File: config.mk
export PLATFORM = sky130hd
export DESIGN_NAME = wb_top
export DESIGN_NICKNAME = d
export VERILOG_FILES = /design/src/hdl/wb_pkg.sv /design/src/hdl/ex_wb_pipe_reg.sv /design/src/hdl/lsu_resp.sv /design/src/hdl/wb_stage.sv /design/src/hdl/reg_file.sv /design/src/hdl/wb_top.sv
export SDC_FILE = /design/constraint.sdc
export NUM_CORES = 1
export LEC_CHECK = 0
export BUFFER_PORTS_ARGS = -buffer_cell sky130_fd_sc_hd__buf_4
export CORE_MARGIN = 5
export CORE_UTILIZATION = 50
export CTS_CLUSTER_DIAMETER = 80
export DETAILED_ROUTE_END_ITERATION = 10
export PLACE_DENSITY = 0.74
export SKIP_CTS_REPAIR_TIMING = 1
export SYNTH_ARGS = -nofsm -noshare
export SYNTH_HDL_FRONTEND = slang
export SYNTH_SLANG_ARGS = --single-unit
File: constraint.sdc
create_clock -name clk -period 7.6 [get_ports clk]
set_input_delay 0.76 -clock clk [delete_from_list [all_inputs] [get_ports clk]]
set_output_delay 0.76 -clock clk [all_outputs]
set_load 0.02 [all_outputs]
File: src/hdl/wb_pkg.sv
/*
 * Write-back subsystem package
 * Shared widths and limits for the EX/WB register, the LSU response
 * tracker, the write-back stage and the register file
 */

`default_nettype none

package wb_pkg;

  //////////////////////////////////////////////////////////////////////
  // Register file geometry
  //////////////////////////////////////////////////////////////////////

  // Register address width, x0..x31
  localparam int unsigned REG_ADDR_W = 5;
  // Data path width
  localparam int unsigned XLEN = 32;
  // Number of architectural registers
  localparam int unsigned NUM_REGS = 32;

  //////////////////////////////////////////////////////////////////////
  // Data bus limits
  //////////////////////////////////////////////////////////////////////

  // Loads allowed between request and response
  localparam int unsigned LSU_MAX_OUTSTANDING = 2;
  // Counter must hold 0..LSU_MAX_OUTSTANDING inclusive
  localparam int unsigned LSU_CNT_W = $clog2(LSU_MAX_OUTSTANDING + 1);

endpackage

`default_nettype wire

File: src/hdl/ex_wb_pipe_reg.sv
/*
 * EX/WB pipeline register
 * Holds the write-back fields of one instruction between the execute
 * and write-back stages. Advances when write-back is ready; the valid
 * bit drops when advancing without a new instruction
 */

`default_nettype none

module ex_wb_pipe_reg
  import wb_pkg::*;
(
  input  wire logic                  clk,
  input  wire logic                  rst_n_i,

  // Write-back side is done with its current instruction
  input  wire logic                  advance_i,

  // Execute side fields, ex_valid_i already qualified by acceptance
  input  wire logic                  ex_valid_i,
  input  wire logic                  ex_rf_we_i,
  input  wire logic                  ex_lsu_en_i,
  input  wire logic [REG_ADDR_W-1:0] ex_rf_waddr_i,
  input  wire logic [XLEN-1:0]       ex_rf_wdata_i,

  // Held fields toward write-back
  output logic                       instr_valid_o,
  output logic                       rf_we_o,
  output logic                       lsu_en_o,
  output logic [REG_ADDR_W-1:0]      rf_waddr_o,
  output logic [XLEN-1:0]            rf_wdata_o
);

  logic                  instr_valid_q;
  logic                  rf_we_q;
  logic                  lsu_en_q;
  logic [REG_ADDR_W-1:0] rf_waddr_q;
  logic [XLEN-1:0]       rf_wdata_q;

  //////////////////////////////////////////////////////////////////////
  // Valid bit
  //////////////////////////////////////////////////////////////////////

  // Only control state sees reset, register starts empty
  always_ff @(posedge clk) begin
    if (!rst_n_i) begin
      instr_valid_q <= 1'b0;
    end else if (advance_i) begin
      // Bubble enters when execute offers nothing
      instr_valid_q <= ex_valid_i;
    end
  end

  //////////////////////////////////////////////////////////////////////
  // Payload
  //////////////////////////////////////////////////////////////////////

  // Fields only load with a real instruction, bubbles leave them alone
  always_ff @(posedge clk) begin
    if (advance_i && ex_valid_i) begin
      rf_we_q    <= ex_rf_we_i;
      lsu_en_q   <= ex_lsu_en_i;
      rf_waddr_q <= ex_rf_waddr_i;
      rf_wdata_q <= ex_rf_wdata_i;
    end
  end

  assign instr_valid_o = instr_valid_q;
  assign rf_we_o       = rf_we_q;
  assign lsu_en_o      = lsu_en_q;
  assign rf_waddr_o    = rf_waddr_q;
  assign rf_wdata_o    = rf_wdata_q;

endmodule

`default_nettype wire

File: src/hdl/lsu_resp.sv
/*
 * LSU response tracker
 * Counts data-bus loads between request and response, reports room
 * for another load, drives the request pulse and presents each bus
 * response to the write-back stage
 */

`default_nettype none

module lsu_resp
  import wb_pkg::*;
(
  input  wire logic clk,
  input  wire logic rst_n_i,

  // A load is being accepted from execute this cycle
  input  wire logic load_issue_i,

  // Data bus response strobe
  input  wire logic data_rvalid_i,

  // Another load may be issued
  output logic      room_o,

  // Data bus request pulse
  output logic      data_req_o,

  // Response present for write-back this cycle
  output logic      resp_valid_o
);

  // Limit at counter width, for comparison
  localparam logic [LSU_CNT_W-1:0] MAX_CNT = LSU_CNT_W'(LSU_MAX_OUTSTANDING);

  logic [LSU_CNT_W-1:0] cnt_q;
  logic [LSU_CNT_W-1:0] cnt_nxt;
  logic                 cnt_inc;
  logic                 cnt_dec;

  //////////////////////////////////////////////////////////////////////
  // Request and response strobes
  //////////////////////////////////////////////////////////////////////

  // Below the limit a new load can go out
  assign room_o = (cnt_q < MAX_CNT);

  // Request fires in the accepting cycle only
  assign data_req_o = load_issue_i;

  // A response with nothing outstanding is ignored
  assign resp_valid_o = data_rvalid_i && (cnt_q != '0);

  assign cnt_inc = data_req_o;
  assign cnt_dec = resp_valid_o;

  //////////////////////////////////////////////////////////////////////
  // Outstanding counter
  //////////////////////////////////////////////////////////////////////

  always_comb begin
    cnt_nxt = cnt_q;
    // Request and response in the same cycle cancel out
    if (cnt_inc && !cnt_dec) begin
      cnt_nxt = cnt_q + 1'b1;
    end else if (cnt_dec && !cnt_inc) begin
      cnt_nxt = cnt_q - 1'b1;
    end
  end

  always_ff @(posedge clk) begin
    if (!rst_n_i) begin
      cnt_q <= '0;
    end else begin
      cnt_q <= cnt_nxt;
    end
  end

endmodule

`default_nettype wire

File: src/hdl/wb_stage.sv
/*
 * Write-back stage
 * Qualifies the held instruction with kill and halt, selects load or
 * execute data for the register write and produces stage ready and
 * the valid strobe of the final write. Purely combinational
 */

`default_nettype none

module wb_stage
  import wb_pkg::*;
(
  // EX/WB register contents
  input  wire logic                  instr_valid_i,
  input  wire logic                  rf_we_i,
  input  wire logic                  lsu_en_i,
  input  wire logic [REG_ADDR_W-1:0] rf_waddr_i,
  input  wire logic [XLEN-1:0]       rf_wdata_i,

  // Controller levels
  input  wire logic                  kill_wb_i,
  input  wire logic                  halt_wb_i,

  // Load data and response strobe
  input  wire logic [XLEN-1:0]       lsu_rdata_i,
  input  wire logic                  lsu_valid_i,

  // Register file write port
  output logic                       rf_we_wb_o,
  output logic [REG_ADDR_W-1:0]      rf_waddr_wb_o,
  output logic [XLEN-1:0]            rf_wdata_wb_o,

  // Stage status
  output logic                       lsu_en_wb_o,
  output logic                       wb_ready_o,
  output logic                       wb_valid_o
);

  logic instr_valid;
  logic result_ready;

  // Held instruction with all disqualifiers applied
  assign instr_valid = instr_valid_i && !kill_wb_i && !halt_wb_i;

  // Load in flight in write-back, a kill here is illegal
  assign lsu_en_wb_o = lsu_en_i && instr_valid;

  //////////////////////////////////////////////////////////////////////
  // Register file write
  //////////////////////////////////////////////////////////////////////

  // Waiting loads write stale bus data each cycle
  // only the wb_valid_o cycle counts
  assign rf_we_wb_o    = rf_we_i && instr_valid;
  assign rf_waddr_wb_o = rf_waddr_i;
  assign rf_wdata_wb_o = lsu_en_i ? lsu_rdata_i : rf_wdata_i;

  //////////////////////////////////////////////////////////////////////
  // Stage ready / valid
  //////////////////////////////////////////////////////////////////////

  // Non-loads finish at once, loads need the bus response
  assign result_ready = !lsu_en_i || lsu_valid_i;

  // Empty or killed always moves on; halt freezes a live instruction
  assign wb_ready_o = !instr_valid_i || kill_wb_i || (!halt_wb_i && result_ready);

  // Marks the architecturally final write
  assign wb_valid_o = instr_valid && result_ready;

endmodule

`default_nettype wire

File: src/hdl/reg_file.sv
/*
 * Register file
 * NUM_REGS x XLEN array with one write port and one combinational
 * read port. Cleared on reset; writes to x0 are dropped
 */

`default_nettype none

module reg_file
  import wb_pkg::*;
(
  input  wire logic                  clk,
  input  wire logic                  rst_n_i,

  // Write port
  input  wire logic                  we_i,
  input  wire logic [REG_ADDR_W-1:0] waddr_i,
  input  wire logic [XLEN-1:0]       wdata_i,

  // Read port
  input  wire logic [REG_ADDR_W-1:0] raddr_i,
  output logic [XLEN-1:0]            rdata_o
);

  logic [XLEN-1:0] regs_q [NUM_REGS];
  logic            wr_en;

  // x0 is hardwired, never store into it
  assign wr_en = we_i && (waddr_i != '0);

  always_ff @(posedge clk) begin
    if (!rst_n_i) begin
      for (int i = 0; i < NUM_REGS; i++) begin
        regs_q[i] <= '0;
      end
    end else if (wr_en) begin
      regs_q[waddr_i] <= wdata_i;
    end
  end

  // Read straight from the array
  // x0 stays at its reset value of zero
  assign rdata_o = regs_q[raddr_i];

endmodule

`default_nettype wire

File: src/hdl/wb_top.sv
/*
 * Write-back subsystem top
 * EX/WB pipeline register, LSU response tracker, write-back stage and
 * register file. Forms the accept, advance and ex_ready gating and
 * exposes the register-file write port
 */

`default_nettype none

module wb_top
  import wb_pkg::*;
(
  input  wire logic                  clk,
  input  wire logic                  rst_n_i,

  // Execute side
  input  wire logic                  ex_valid_i,
  input  wire logic                  ex_rf_we_i,
  input  wire logic [REG_ADDR_W-1:0] ex_rf_waddr_i,
  input  wire logic [XLEN-1:0]       ex_rf_wdata_i,
  input  wire logic                  ex_lsu_en_i,
  output logic                       ex_ready_o,

  // Controller levels
  input  wire logic                  kill_wb_i,
  input  wire logic                  halt_wb_i,

  // Data bus
  output logic                       data_req_o,
  input  wire logic                  data_rvalid_i,
  input  wire logic [XLEN-1:0]       data_rdata_i,

  // Register file write port copies
  output logic                       rf_we_o,
  output logic [REG_ADDR_W-1:0]      rf_waddr_o,
  output logic [XLEN-1:0]            rf_wdata_o,

  // Write-back status
  output logic                       wb_valid_o,
  output logic                       lsu_en_wb_o,

  // Register read port
  input  wire logic [REG_ADDR_W-1:0] rs_addr_i,
  output logic [XLEN-1:0]            rs_rdata_o
);

  logic                  ex_accept;
  logic                  load_issue;
  logic                  wb_ready;
  logic                  lsu_room;
  logic                  lsu_resp_valid;
  logic                  pipe_valid;
  logic                  pipe_rf_we;
  logic                  pipe_lsu_en;
  logic [REG_ADDR_W-1:0] pipe_rf_waddr;
  logic [XLEN-1:0]       pipe_rf_wdata;

  //////////////////////////////////////////////////////////////////////
  // Handshake with execute
  //////////////////////////////////////////////////////////////////////

  // Loads also need a free slot in the tracker
  assign ex_ready_o = wb_ready && (!ex_lsu_en_i || lsu_room);
  assign ex_accept  = ex_valid_i && ex_ready_o;
  assign load_issue = ex_accept && ex_lsu_en_i;

  // Advance on wb_ready alone so a finished instruction never lingers
  ex_wb_pipe_reg u_ex_wb_pipe_reg (
    .clk           (clk),
    .rst_n_i       (rst_n_i),
    .advance_i     (wb_ready),
    .ex_valid_i    (ex_accept),
    .ex_rf_we_i    (ex_rf_we_i),
    .ex_lsu_en_i   (ex_lsu_en_i),
    .ex_rf_waddr_i (ex_rf_waddr_i),
    .ex_rf_wdata_i (ex_rf_wdata_i),
    .instr_valid_o (pipe_valid),
    .rf_we_o       (pipe_rf_we),
    .lsu_en_o      (pipe_lsu_en),
    .rf_waddr_o    (pipe_rf_waddr),
    .rf_wdata_o    (pipe_rf_wdata)
  );

  lsu_resp u_lsu_resp (
    .clk           (clk),
    .rst_n_i       (rst_n_i),
    .load_issue_i  (load_issue),
    .data_rvalid_i (data_rvalid_i),
    .room_o        (lsu_room),
    .data_req_o    (data_req_o),
    .resp_valid_o  (lsu_resp_valid)
  );

  //////////////////////////////////////////////////////////////////////
  // Write-back and register file
  //////////////////////////////////////////////////////////////////////

  wb_stage u_wb_stage (
    .instr_valid_i (pipe_valid),
    .rf_we_i       (pipe_rf_we),
    .lsu_en_i      (pipe_lsu_en),
    .rf_waddr_i    (pipe_rf_waddr),
    .rf_wdata_i    (pipe_rf_wdata),
    .kill_wb_i     (kill_wb_i),
    .halt_wb_i     (halt_wb_i),
    .lsu_rdata_i   (data_rdata_i),
    .lsu_valid_i   (lsu_resp_valid),
    .rf_we_wb_o    (rf_we_o),
    .rf_waddr_wb_o (rf_waddr_o),
    .rf_wdata_wb_o (rf_wdata_o),
    .lsu_en_wb_o   (lsu_en_wb_o),
    .wb_ready_o    (wb_ready),
    .wb_valid_o    (wb_valid_o)
  );

  reg_file u_reg_file (
    .clk     (clk),
    .rst_n_i (rst_n_i),
    .we_i    (rf_we_o),
    .waddr_i (rf_waddr_o),
    .wdata_i (rf_wdata_o),
    .raddr_i (rs_addr_i),
    .rdata_o (rs_rdata_o)
  );

endmodule

`default_nettype wire

==> results.toml <==
[layout]
drive_gt1_share_pct = 12.4
antenna_cells = 0
synthToLayoutAreaGrowth_pct = 13.4
final-seq-area_sq_um = 32000
n_fill_cell = 7167
multi_input_area_sq_um = 13200
nets = 3749

[grt]
grt_max_degree = 129
grt_antenna_before_repair = 1
grt_overflow = 0
grt_pass1_wl_um = 197000
grt_pass1_vias = 29700
grt_usage_pct = 27.1

[routing]
first_pass_iters = 6
route.detailed.drc = 0
drt-wirelength-per-cell_um = 27.5
finalWirelength_um = 136000
vias_per_cell = 6.10
final_antenna_net_count = 0
first_iter_violations = 4384
vias = 30100

[yosys]
synthCells = 3583
ys_top_cells_by_area = "edfxtp_1, mux2i_1, nor2_1"
avgSynthCellArea_sq_um = 12.9
synth.top_cells.by_count = "edfxtp_1, nor2_1, mux2i_1"
netlist_area_sq_um = 46100
synth_enable_flop_cells = 1063
synth_cell_type_count = 32
synth_most_common_cell = "edfxtp_1"
ys_async_sr_fraction_pct = 0
yosysTopAreaCellShare_pct = 69.2
yosysTopAreaCell = "edfxtp_1"
ys_seq_area_share_pct = 69.4
ys.flop_type = "edfxtp_1"
ys_warn_count = 0
ys_seq_elements = 1066

[critical_path]
critPathKind = "primary input to output pin"
cp_max_fo = 98
r2r_end = "u_reg_file.regs_q[19][30]"
path_buf_inv = 3
crit_cells = 7
crit_arrival_ns = 3.93
crit_start = "rs_addr_i[1]"
cp_top_family = "buffers and inverters"
start_kind = "primary input"
end_kind = "output pin"
rrSetupSlack_ns = 4.36
worstPathRequired_ns = 6.84
ff2ff_path_depth = 7
cp_cell_sequence = "buf_8 > buf_4 > mux2i_1 > a22oi_1 > nand3_1 > nand3_1 > buf_4"
max_stage_delay_ns = 1.02
cp-endpoint = "rs_rdata_o[20]"
crit-reg2reg-launch = "u_ex_wb_pipe_reg.instr_valid_o"
crit_slowest_cell = "buf_4"

[pwr]
clock_power_share_pct = 38.5
p_comb_share_pct = 10.7
power_frac_seq_pct = 50.7
p_int_mw = 10.0
ir_drop_mv = 0.210
p_per_area_nw_per_um2 = 256
p_leak_nw = 20.7
switching_share_pct = 25.0
power.switching_mw = 3.35
power.total_mw = 13.4

[clock_network]
cts_buffers = 107
max-clock-path-buffers = 3
cts_root_buf = "clkbuf_16"
clk_pin_slew_ns = 0.06
cts.sinks = 1066
htreeDepth = 3
tritoncts = "yes"
clock_latency_ns = 0.69

[timing]
max_freq_mhz = 213
setup_violations = 0
slew_viol_final = 0
timing.slew.headroom_pct = 18.4
hold_viol = 0
period_share_pct = 61.7
clock_skew_ns = 0.0272
setup_ws_ns = 2.91
setup_tns_ns = 0
rsz0062_at_grt = "no"
finalCriticalPeriod_ns = 4.69
whs_ns = 0.242
tightest_slew_ns = 1.21

[hold_path]
holdCritPathClass = "primary input to flip-flop"

[placed_design]
io_buffers = 155
dp_slack_ns = 3.06
hpwl_um = 74200
gp_congestion = 0.846

[die]
initial_core_util_pct = 50.3
rows = 111
io_pins = 156
core_sq_um = 91700
die_x_um = 314
die-area_sq_um = 98400
dieHeight_um = 314

[run_status]
status = "complete, no violations"

[run]
drv_cap = 0
==> layout make-up <==
class                           count  share of cell area (%)
Inverter                           33                   0.237
Tap cell                         1186                    2.84
Clock buffer                      125                    5.35
Multi-Input combinational cell   2190                    25.3
Sequential cell                  1066                    61.1
Timing Repair Buffer              268                    4.00
Clock inverter                     68                    1.12
==> stage by stage <==
| stage | instances | util [%] | area [sq um] |
|---|---|---|---|
| floorplan | 3614 | - | 46200 |
| global placement | 4743 | 53.4 | 48900 |
| detailed placement | 4743 | 53.4 | 48900 |
| CTS | 4936 | 57.1 | 52300 |
| global route | 4936 | 57.1 | 52300 |
| finish | 4936 | 57.1 | 52300 |
==> worst register-to-register path, stage by stage (launching register included) <==
cell and delay [ns]:
dfxtp_1 0.33, and4bb_2 0.43, nand3_2 0.17, nor2b_1 0.33, nand2_1 0.10, buf_4 0.31
nand2_1 0.72, buf_4 0.50
==> registers in the layout (all words and copies together) (netlist names) <==
signal / count
u_reg_file.regs_q: 1024
u_ex_wb_pipe_reg.rf_wdata_o: 32
u_ex_wb_pipe_reg.rf_waddr_o: 5
u_lsu_resp.cnt_q: 2
u_ex_wb_pipe_reg.instr_valid_o: 1
u_ex_wb_pipe_reg.lsu_en_o: 1
u_ex_wb_pipe_reg.rf_we_o: 1
==> metal layers <==
layer	up-vias	global-route usage (%)	part of all wire, %
met5	-	0	0
met4	0	11.1	4.3
met3	258	7.21	13
met2	1972	42.3	46
met1	15000	36.4	37
li1	12900	-	-
==> cell usage in the layout (no fill, tap or decap), types with 6 or more instances in the layout <==
cell       instances
inv_1             33
nand3_1          100
edfxtp_1        1063
a22oi_1           96
clkinv_1          26
clkinv_2          21
clkbuf_1          14
mux2i_4           32
mux2i_1          512
clkbuf_16        108
buf_4            261
conb_1            32
a22o_1            64
bufinv_16          9
nor3_1            34
nor2_1           998
inv_6              6
nand2_1          159
nor2b_1            6
a31oi_1           32
buf_12             6
a21oi_1          100
==> power by group through the flow <==
stage / Combinational (mW) / Clock (mW) / Sequential [mW]
2_1_floorplan: 0.770 / 0 / 6.87
3_3_place_gp: 1.39 / 0 / 6.89
3_5_place_dp: 1.41 / 0 / 6.90
4_1_cts: 1.41 / 5.18 / 6.78
5_1_grt: 1.49 / 5.43 / 6.80
6_report: 1.43 / 5.15 / 6.78
==> cells by family after synthesis <==
family | after synthesis | synth area share [%]
adders and majority gates | 1 | 0.0271
other | 1 | 0.00813
xor gates and xnor gates | 2 | 0.0380
muxes | 544 | 11.8
DFF | 1066 | 69.4
buffers and inverters | 358 | 3.14
AOI/OAI and AO/OA | 295 | 4.34
and+or+nand+nor | 1316 | 11.3
==> worst min path at each step <==
stage / start / endpoint / depth (start not counted)
after floorplan: u_lsu_resp.cnt_q[1] / u_lsu_resp.cnt_q[1] / 2
after global placement: u_lsu_resp.cnt_q[1] / u_lsu_resp.cnt_q[1] / 2
after detailed placement: u_lsu_resp.cnt_q[0] / u_lsu_resp.cnt_q[0] / 2
after CTS: ex_rf_wdata_i[21] / u_ex_wb_pipe_reg.rf_wdata_o[21] / 1
after global routing: ex_rf_wdata_i[31] / u_ex_wb_pipe_reg.rf_wdata_o[31] / 1
final: ex_rf_wdata_i[21] / u_ex_wb_pipe_reg.rf_wdata_o[21] / 1
Note: power is estimated with default switching activity, not from simulation.
